File: config.mk
export PLATFORM = sky130hd
export DESIGN_NAME = lc3b_frontend
export DESIGN_NICKNAME = d
export VERILOG_FILES = /design/src/common/lc3b_pkg.sv /design/src/decode/instr_decode.sv /design/src/fetch/if_stage.sv /design/src/fetch/ifid.sv /design/src/rtl/lc3b_frontend.sv
export SDC_FILE = /design/constraint.sdc
export NUM_CORES = 1
export LEC_CHECK = 0
export ABC_AREA = 1
export BUFFER_PORTS_ARGS = -buffer_cell sky130_fd_sc_hd__buf_4
export CAP_MARGIN = 20
export CORE_MARGIN = 2
export CORE_UTILIZATION = 48
export CTS_CLUSTER_DIAMETER = 150
export DETAILED_ROUTE_END_ITERATION = 8
export MAX_ROUTING_LAYER = met4
export PLACE_DENSITY = 0.82
export SLEW_MARGIN = 10
export SYNTH_ARGS = -nofsm -noshare
export SYNTH_HDL_FRONTEND = slang
export SYNTH_SLANG_ARGS = --single-unit
export TNS_END_PERCENT = 10
File: constraint.sdc
create_clock -name clk -period 2.1 [get_ports clk]
set_input_delay 0 -clock clk [delete_from_list [all_inputs] [get_ports clk]]
set_output_delay 0 -clock clk [all_outputs]
set_load 0.005 [all_outputs]
File: src/common/lc3b_pkg.sv
`default_nettype none

package lc3b_pkg;

    typedef logic [15:0] lc3b_word;
    typedef logic [2:0]  lc3b_reg;
    typedef logic [3:0]  lc3b_opcode;

    localparam lc3b_opcode op_br   = 4'b0000;
    localparam lc3b_opcode op_add  = 4'b0001;
    localparam lc3b_opcode op_ldb  = 4'b0010;
    localparam lc3b_opcode op_stb  = 4'b0011;
    localparam lc3b_opcode op_jsr  = 4'b0100;
    localparam lc3b_opcode op_and  = 4'b0101;
    localparam lc3b_opcode op_ldr  = 4'b0110;
    localparam lc3b_opcode op_str  = 4'b0111;
    localparam lc3b_opcode op_rsv  = 4'b1000; // RTI slot, not implemented.
    localparam lc3b_opcode op_not  = 4'b1001;
    localparam lc3b_opcode op_ldi  = 4'b1010;
    localparam lc3b_opcode op_sti  = 4'b1011;
    localparam lc3b_opcode op_jmp  = 4'b1100;
    localparam lc3b_opcode op_shf  = 4'b1101;
    localparam lc3b_opcode op_lea  = 4'b1110;
    localparam lc3b_opcode op_trap = 4'b1111;

    typedef enum logic [2:0] {
        alu_add,
        alu_and,
        alu_not,
        alu_pass,
        alu_sll,
        alu_srl,
        alu_sra
    } lc3b_aluop;

    typedef enum logic [1:0] {
        st_idle,
        st_bus,
        st_hold
    } fetch_state;

    // An all-zero control word is a bubble.
    typedef struct packed {
        lc3b_opcode opcode;
        lc3b_aluop  aluop;
        logic       load_regfile;
        logic       load_cc;
        logic       mem_read;
        logic       mem_write;
        logic       use_imm;
        logic       is_branch;
        logic       is_jump;
        logic       is_trap;
    } lc3b_control_word;

    typedef struct packed {
        logic             valid;
        lc3b_word         pc;
        lc3b_control_word ctrl;
        lc3b_reg          dest;
        lc3b_reg          src1;
        lc3b_reg          src2;
        lc3b_word         imm5;
        lc3b_word         imm4;
        lc3b_word         trapvect8;
        lc3b_word         offset6;
        lc3b_word         offset9;
        lc3b_word         offset11;
    } lc3b_id_bundle;

endpackage : lc3b_pkg

`default_nettype wire

File: src/decode/instr_decode.sv
`timescale 1ns/1ns
`default_nettype none

module instr_decode
    import lc3b_pkg::*;
(
    input  wire lc3b_word    instr,
    output lc3b_control_word ctrl_word,
    output lc3b_word         offset6,
    output lc3b_word         offset9,
    output lc3b_word         offset11
);

    lc3b_opcode opcode;

    assign opcode = instr[15:12];

    // Offsets are word counts, so each is doubled into a byte offset.
    assign offset6  = {{9{instr[5]}}, instr[5:0], 1'b0};
    assign offset9  = {{6{instr[8]}}, instr[8:0], 1'b0};
    assign offset11 = {{4{instr[10]}}, instr[10:0], 1'b0};

    always_comb
    begin
        ctrl_word        = '0;
        ctrl_word.opcode = opcode;

        case (opcode)
            op_add, op_and:
            begin
                ctrl_word.aluop        = (opcode == op_add) ? alu_add : alu_and;
                ctrl_word.load_regfile = 1'b1;
                ctrl_word.load_cc      = 1'b1;
                ctrl_word.use_imm      = instr[5];
            end
            op_not:
            begin
                ctrl_word.aluop        = alu_not;
                ctrl_word.load_regfile = 1'b1;
                ctrl_word.load_cc      = 1'b1;
            end
            op_shf:
            begin
                // Bit 4 picks the direction and bit 5 the kind of right shift.
                if (!instr[4])
                    ctrl_word.aluop = alu_sll;
                else if (instr[5])
                    ctrl_word.aluop = alu_sra;
                else
                    ctrl_word.aluop = alu_srl;
                ctrl_word.load_regfile = 1'b1;
                ctrl_word.load_cc      = 1'b1;
            end
            op_ldr, op_ldb, op_ldi:
            begin
                ctrl_word.aluop        = alu_add; // Base plus offset.
                ctrl_word.mem_read     = 1'b1;
                ctrl_word.load_regfile = 1'b1;
                ctrl_word.load_cc      = 1'b1;
            end
            op_str, op_stb, op_sti:
            begin
                ctrl_word.aluop     = alu_add;
                ctrl_word.mem_write = 1'b1;
            end
            op_br:
            begin
                ctrl_word.is_branch = 1'b1;
            end
            op_jmp:
            begin
                ctrl_word.is_jump = 1'b1;
            end
            op_jsr:
            begin
                ctrl_word.is_jump      = 1'b1;
                ctrl_word.load_regfile = 1'b1; // Return address goes to R7.
            end
            op_trap:
            begin
                ctrl_word.is_trap      = 1'b1;
                ctrl_word.load_regfile = 1'b1;
            end
            op_lea:
            begin
                ctrl_word.aluop        = alu_pass;
                ctrl_word.load_regfile = 1'b1;
            end
            op_rsv:
            begin
                ctrl_word = '0;
            end
        endcase
    end

endmodule : instr_decode

`default_nettype wire

File: src/fetch/if_stage.sv
`timescale 1ns/1ns
`default_nettype none

module if_stage
    import lc3b_pkg::*;
#(
    parameter lc3b_word RESET_PC = 16'h0000
)
(
    input  wire logic     clk,
    input  wire logic     rst,
    input  wire logic     stall,
    input  wire logic     redirect,
    input  wire lc3b_word redirect_pc,
    input  wire lc3b_word wb_dat_in,
    input  wire logic     wb_ack,
    output logic          wb_cyc,
    output logic          wb_stb,
    output logic          wb_we,
    output lc3b_word      wb_adr,
    output lc3b_word      fetched_instr,
    output lc3b_word      fetched_pc,
    output logic          fetched_valid,
    output logic          advance
);

    fetch_state state;
    lc3b_word   pc;
    lc3b_word   instr_buf;
    lc3b_word   fetch_target;
    logic       drop_pending;
    logic       discard;
    logic       start_bus;
    logic       take_data;

    assign wb_cyc = (state == st_bus);
    assign wb_stb = (state == st_bus);
    assign wb_we  = 1'b0; // Instruction port never writes.

    assign fetched_valid = (state == st_hold);
    assign fetched_instr = instr_buf;
    assign fetched_pc    = pc; // PC always names the instruction in flight or held.

    assign advance = fetched_valid && !stall && !redirect;

    // Data of a cycle that was overtaken by a redirect is thrown away.
    assign discard   = drop_pending || redirect;
    assign take_data = (state == st_bus) && wb_ack && !discard;

    // A new bus cycle begins from idle, or from hold once the buffer is released.
    assign start_bus = (state == st_idle) ||
                       ((state == st_hold) && (advance || redirect));

    always_comb
    begin
        if (redirect)
            fetch_target = redirect_pc;
        else if (advance)
            fetch_target = pc + 16'd2;
        else
            fetch_target = pc;
    end

    always_ff @(posedge clk)
    begin
        if (rst)
        begin
            state        <= st_idle;
            pc           <= RESET_PC;
            drop_pending <= 1'b0;
        end
        else
        begin
            if (redirect || advance)
                pc <= fetch_target;

            case (state)
                st_idle:
                begin
                    state <= st_bus;
                end
                st_bus:
                begin
                    if (wb_ack)
                    begin
                        drop_pending <= 1'b0;
                        state        <= discard ? st_idle : st_hold; // Cyc drops after ack.
                    end
                    else if (redirect)
                    begin
                        drop_pending <= 1'b1; // Cycle cannot be aborted, so mark it stale.
                    end
                end
                st_hold:
                begin
                    if (advance || redirect)
                        state <= st_bus;
                end
                default:
                begin
                    state <= st_idle;
                end
            endcase
        end
    end

    always_ff @(posedge clk)
    begin
        if (start_bus)
            wb_adr <= fetch_target;
        if (take_data)
            instr_buf <= wb_dat_in;
    end

    adr_stable: assert property (@(posedge clk) disable iff (rst)
        wb_stb && !wb_ack |=> $stable(wb_adr));

    // A stalled buffer keeps its instruction until released or redirected.
    hold_on_stall: assert property (@(posedge clk) disable iff (rst)
        fetched_valid && stall && !redirect |=> fetched_valid && $stable(fetched_pc));

endmodule : if_stage

`default_nettype wire

File: src/fetch/ifid.sv
`timescale 1ns/1ns
`default_nettype none

module ifid
    import lc3b_pkg::*;
(
    input  wire logic             clk,
    input  wire logic             rst,
    input  wire logic             advance,
    input  wire logic             flush,
    input  wire lc3b_word         instr,
    input  wire lc3b_word         pc_in,
    input  wire lc3b_control_word ctrl_word_in,
    input  wire lc3b_word         offset6_in,
    input  wire lc3b_word         offset9_in,
    input  wire lc3b_word         offset11_in,
    output lc3b_id_bundle         id
);

    lc3b_id_bundle next_id;
    logic          is_nop;

    assign is_nop = (instr == 16'h0000);

    always_comb
    begin
        next_id = '0;

        next_id.valid = 1'b1;
        next_id.pc    = pc_in + 16'd2;

        // BR with no condition bits and a zero offset is treated as a bubble.
        if (is_nop)
            next_id.ctrl = '0;
        else
            next_id.ctrl = ctrl_word_in;

        next_id.dest = instr[11:9];
        next_id.src1 = instr[8:6];
        next_id.src2 = instr[2:0];

        next_id.imm5      = {{11{instr[4]}}, instr[4:0]};
        next_id.imm4      = {12'd0, instr[3:0]};
        next_id.trapvect8 = {7'd0, instr[7:0], 1'b0}; // Byte address of the vector entry.

        next_id.offset6  = offset6_in;
        next_id.offset9  = offset9_in;
        next_id.offset11 = offset11_in;
    end

    always_ff @(posedge clk)
    begin
        if (rst || flush)
        begin
            id <= '0;
        end
        else if (advance)
        begin
            id <= next_id;
        end
    end

    flush_kills_bundle: assert property (@(posedge clk)
        flush |=> !id.valid);

endmodule : ifid

`default_nettype wire

File: src/rtl/lc3b_frontend.sv
`timescale 1ns/1ns
`default_nettype none

module lc3b_frontend
    import lc3b_pkg::*;
#(
    parameter lc3b_word RESET_PC = 16'h0000
)
(
    input  wire logic     clk,
    input  wire logic     rst,
    input  wire logic     stall,
    input  wire logic     redirect,
    input  wire lc3b_word redirect_pc,
    input  wire lc3b_word wb_dat_in,
    input  wire logic     wb_ack,
    output logic          wb_cyc,
    output logic          wb_stb,
    output logic          wb_we,
    output lc3b_word      wb_adr,
    output lc3b_id_bundle id_bundle
);

    lc3b_word         fetched_instr;
    lc3b_word         fetched_pc;
    logic             fetched_valid;
    logic             advance;
    lc3b_control_word ctrl_word;
    lc3b_word         offset6;
    lc3b_word         offset9;
    lc3b_word         offset11;

    if_stage #(
        .RESET_PC(RESET_PC)
    ) if_stage_inst (
        .clk          (clk),
        .rst          (rst),
        .stall        (stall),
        .redirect     (redirect),
        .redirect_pc  (redirect_pc),
        .wb_dat_in    (wb_dat_in),
        .wb_ack       (wb_ack),
        .wb_cyc       (wb_cyc),
        .wb_stb       (wb_stb),
        .wb_we        (wb_we),
        .wb_adr       (wb_adr),
        .fetched_instr(fetched_instr),
        .fetched_pc   (fetched_pc),
        .fetched_valid(fetched_valid),
        .advance      (advance)
    );

    instr_decode instr_decode_inst (
        .instr    (fetched_instr),
        .ctrl_word(ctrl_word),
        .offset6  (offset6),
        .offset9  (offset9),
        .offset11 (offset11)
    );

    ifid ifid_inst (
        .clk         (clk),
        .rst         (rst),
        .advance     (advance),
        .flush       (redirect), // A redirect squashes whatever sits in IF/ID.
        .instr       (fetched_instr),
        .pc_in       (fetched_pc),
        .ctrl_word_in(ctrl_word),
        .offset6_in  (offset6),
        .offset9_in  (offset9),
        .offset11_in (offset11),
        .id          (id_bundle)
    );

    // A buffered instruction that is free to move appears in IF/ID one edge later.
    bundle_follows_fetch: assert property (@(posedge clk) disable iff (rst)
        fetched_valid && !stall && !redirect
            |=> id_bundle.valid && (id_bundle.pc == $past(fetched_pc) + 16'd2));

endmodule : lc3b_frontend

`default_nettype wire

==> qor.txt <==
Top FF cell, synth: dfxtp_1
Hold Fails Final Rpt: 0
highest fanout seen on the critical path: 17
area of combinational cells with multiple inputs: 0.00155 mm²
count of antenna-violating nets left after detailed routing: 0
wire length on met1: 4830 µm
top metal layer carrying routed signals: met4
number of buffers added on ports: 168
cell types occupying the most area after synthesis: dfxtp_1 27%, edfxtp_1 21%, buf_4 16%
clock latency at the later pin of the worst-skew pair: 350 ps
number of optimization iterations in the first detailed-route pass: 5
chip width: 103 µm
number of H-tree levels: 3
number of warnings printed during yosys synthesis: 0
routed length per instance: 14.3 µm
result of the run: complete, no violations
Residual DRC: 0
average via count per standard cell: 4.88
proportion of synthesized chip area in sequential cells: 0.477
final RePlAce weighted congestion: 0.840
summed instance area of the synthesized netlist: 0.00466 mm²
clock-pin slew of the registers on the worst-case setup and hold paths: 90 ps
Static Leakage: 2.90 nW
routed length on met2: 5930 µm
mean post-synth cell area: 8.43 µm²
Diodes inserted: 0
DRC marker count from the first detailed-route iteration: 263
root buffer cell: clkbuf_8
Initial Util: 0.500
GRT Resource Usage Total: 0.224
largest net degree at the start of global routing: 28
layout filler cell count: 734
number of global-route vias before repair: 3,655
Final Max Tran Viols: 0
WS Path Type: flop to flop
Fin Clk Skew: 11.4 ps
residual overflow from global routing: 0
share of the synthesized area in the top cell type: 0.270
global-route wire length before repair: 17,700 µm
min cycle time layout: 2040 ps
count of unique library cells instantiated by Yosys: 34
most area-hungry cell type in the Yosys netlist: dfxtp_1
total wire length after detailed routing: 11,900 µm
routed wl met3: 852 µm
Fmax: 490 MHz
number of CTS-inserted buffers: 9
Worst Setup End Kind: flop
final-layout setup total negative slack: 0 ps
io pins: 193
share of flip-flops with an asynchronous set or reset after synthesis: 0
total chip power: 3.73 mW
FP Rows: 35
post-route clock period utilization: 0.971
TritonCTS clock tree: yes
cell area power density: 609 mW/mm²
setup violators final: 0
die footprint: 0.0105 mm²
CP Data Arrival Time: 2340 ps
headroom to the max-slew limit: 0.562
maximum resistive drop on vdd: 0.351 mV
synthesized instance count: 553
total of max-cap violations: 0
final core utilization: 0.656
layout net count: 736
type of origin of the critical path: flop
routed vias: 4,058
number of synthesized register bits: 95
number of flops mapped to enable cells by yosys: 32
data required time of the worst path: 2400 ps
core area: 0.00933 mm²
most common cell in the synthesized netlist: buf_4
Layout area overhead: 31.2%
Die Y: 103 µm
cell types with the highest counts after synthesis: 97 x buf_4, 96 x nand2_1, 63 x dfxtp_1
Hold WC Path Type: input port to flop
combined flip-flop and latch cell area: 0.00223 mm²
clock sink total: 95
fraction of final layout cells sized beyond drive strength 1: 0.328
maximum root-to-sink buffer count: 2
RSZ-0062 raised after global routing: true
number of antenna violations at the first check in global routing: 0
final HPWL from detailed placement: 8110 µm
Slew @ Worst Pin: 657 ps
==> final timing paths <==
| path | from | endpoint | slack (ps) | depth (start not counted) |
|---|---|---|---|---|
| max | if_stage_inst.state[1]$_SDFFE_PP0P_ | if_stage_inst.fetched_pc[11]$_SDFFE_PP0P_ | 60 | 10 |
| min | redirect_pc[15] | if_stage_inst.fetched_pc[15]$_SDFFE_PP0P_ | 3 | 4 |
| max reg2reg | if_stage_inst.state[1]$_SDFFE_PP0P_ | if_stage_inst.fetched_pc[11]$_SDFFE_PP0P_ | 60 | 10 |
| min reg2reg | ifid_inst.id[134]$_SDFFE_PP0P_ | ifid_inst.id[134]$_SDFFE_PP0P_ | 470 | 2 |
==> worst max-delay path: stages (launching register included) <==
cell,delay (ps)
dfxtp_1,350
inv_2,70
nor2_4,160
nand2_8,130
nor2_8,150
clkbuf_4,200
nand3_2,130
nand2_1,80
o21ai_1,70
nor2_1,90
dlygate4sd3_1,550
==> flip-flops by register name (all words and copies together) (netlist names) <==
| register | flops |
|---|---|
| if_stage_inst.drop_pending | 1 |
| if_stage_inst.fetched_instr | 16 |
| if_stage_inst.fetched_pc | 16 |
| if_stage_inst.state | 2 |
| if_stage_inst.wb_adr | 16 |
| ifid_inst.id | 44 |
==> per-layer routing <==
metal,vias up,GRT usage
li1,1949,-
met1,1881,0.262
met2,204,0.384
met3,24,0.0386
met4,0,0.0903
met5,-,-
==> metrics by stage <==
stage / std cells / hold slack [ps] / cell area, µm² / setup slack [ps]
3_3_place_gp: 768 / 180 / 5410 / 434
5_1_grt: 831 / 17.4 / 6120 / -26.8
2_1_floorplan: 576 / 98.9 / 4750 / 118
4_1_cts: 826 / 3.12 / 6050 / 74.4
6_report: 831 / 3.49 / 6120 / 60.2
3_5_place_dp: 768 / 180 / 5410 / 322
==> layout by cell type (no fill, tap or decap), drive strengths merged <==
cell	count
a21o	1
a21oi	48
buf	179
bufinv	2
clkbuf	13
clkinv	2
clkinvlp	1
conb	24
dfxtp	63
dlygate4sd3	42
edfxtp	32
ha	2
inv	51
nand2	100
nand3	26
nand3b	1
nand4	5
nor2	61
nor3	4
nor4	2
o211ai	4
o21ai	28
o21bai	3
or2	7
xnor2	1
==> final cells by class <==
cell class / instances / area share
inverters: 52 / 0.0319
clock inverters: 4 / 0.0117
clock buffers: 12 / 0.0237
well taps: 129 / 0.0264
flip-flops and latches: 95 / 0.364
repair buffers: 222 / 0.290
multi-input cells: 317 / 0.253
==> kinds of logic after synthesis <==
family,count (synthesis),share of synthesized area
flops,95,0.477
fa+ha+maj,2,0.00537
compound gates,84,0.0955
simple gates,206,0.204
xor+xnor,1,0.00188
buf+inv,164,0.216
other cells,1,0.000804
==> timing repair <==
item | 4_1_cts | 5_1_grt
endpoints found under the setup margin | 0 | 7
buffers inserted | 0 | 5
resized for setup | 0 | 11
hold buffers | 42 | 0
hold endpoints to repair | 39 | 0
==> where the power goes <==
group          leakage [nW]  switching (mW)  internal (mW)  total, mW
registers             0.822          0.0533           1.98       2.03
logic                  1.97           0.194          0.207      0.401
clock network         0.104           0.594          0.701       1.30
total                  2.90           0.842           2.89       3.73
No activity file was read; power rests on OpenSTA's default activity.
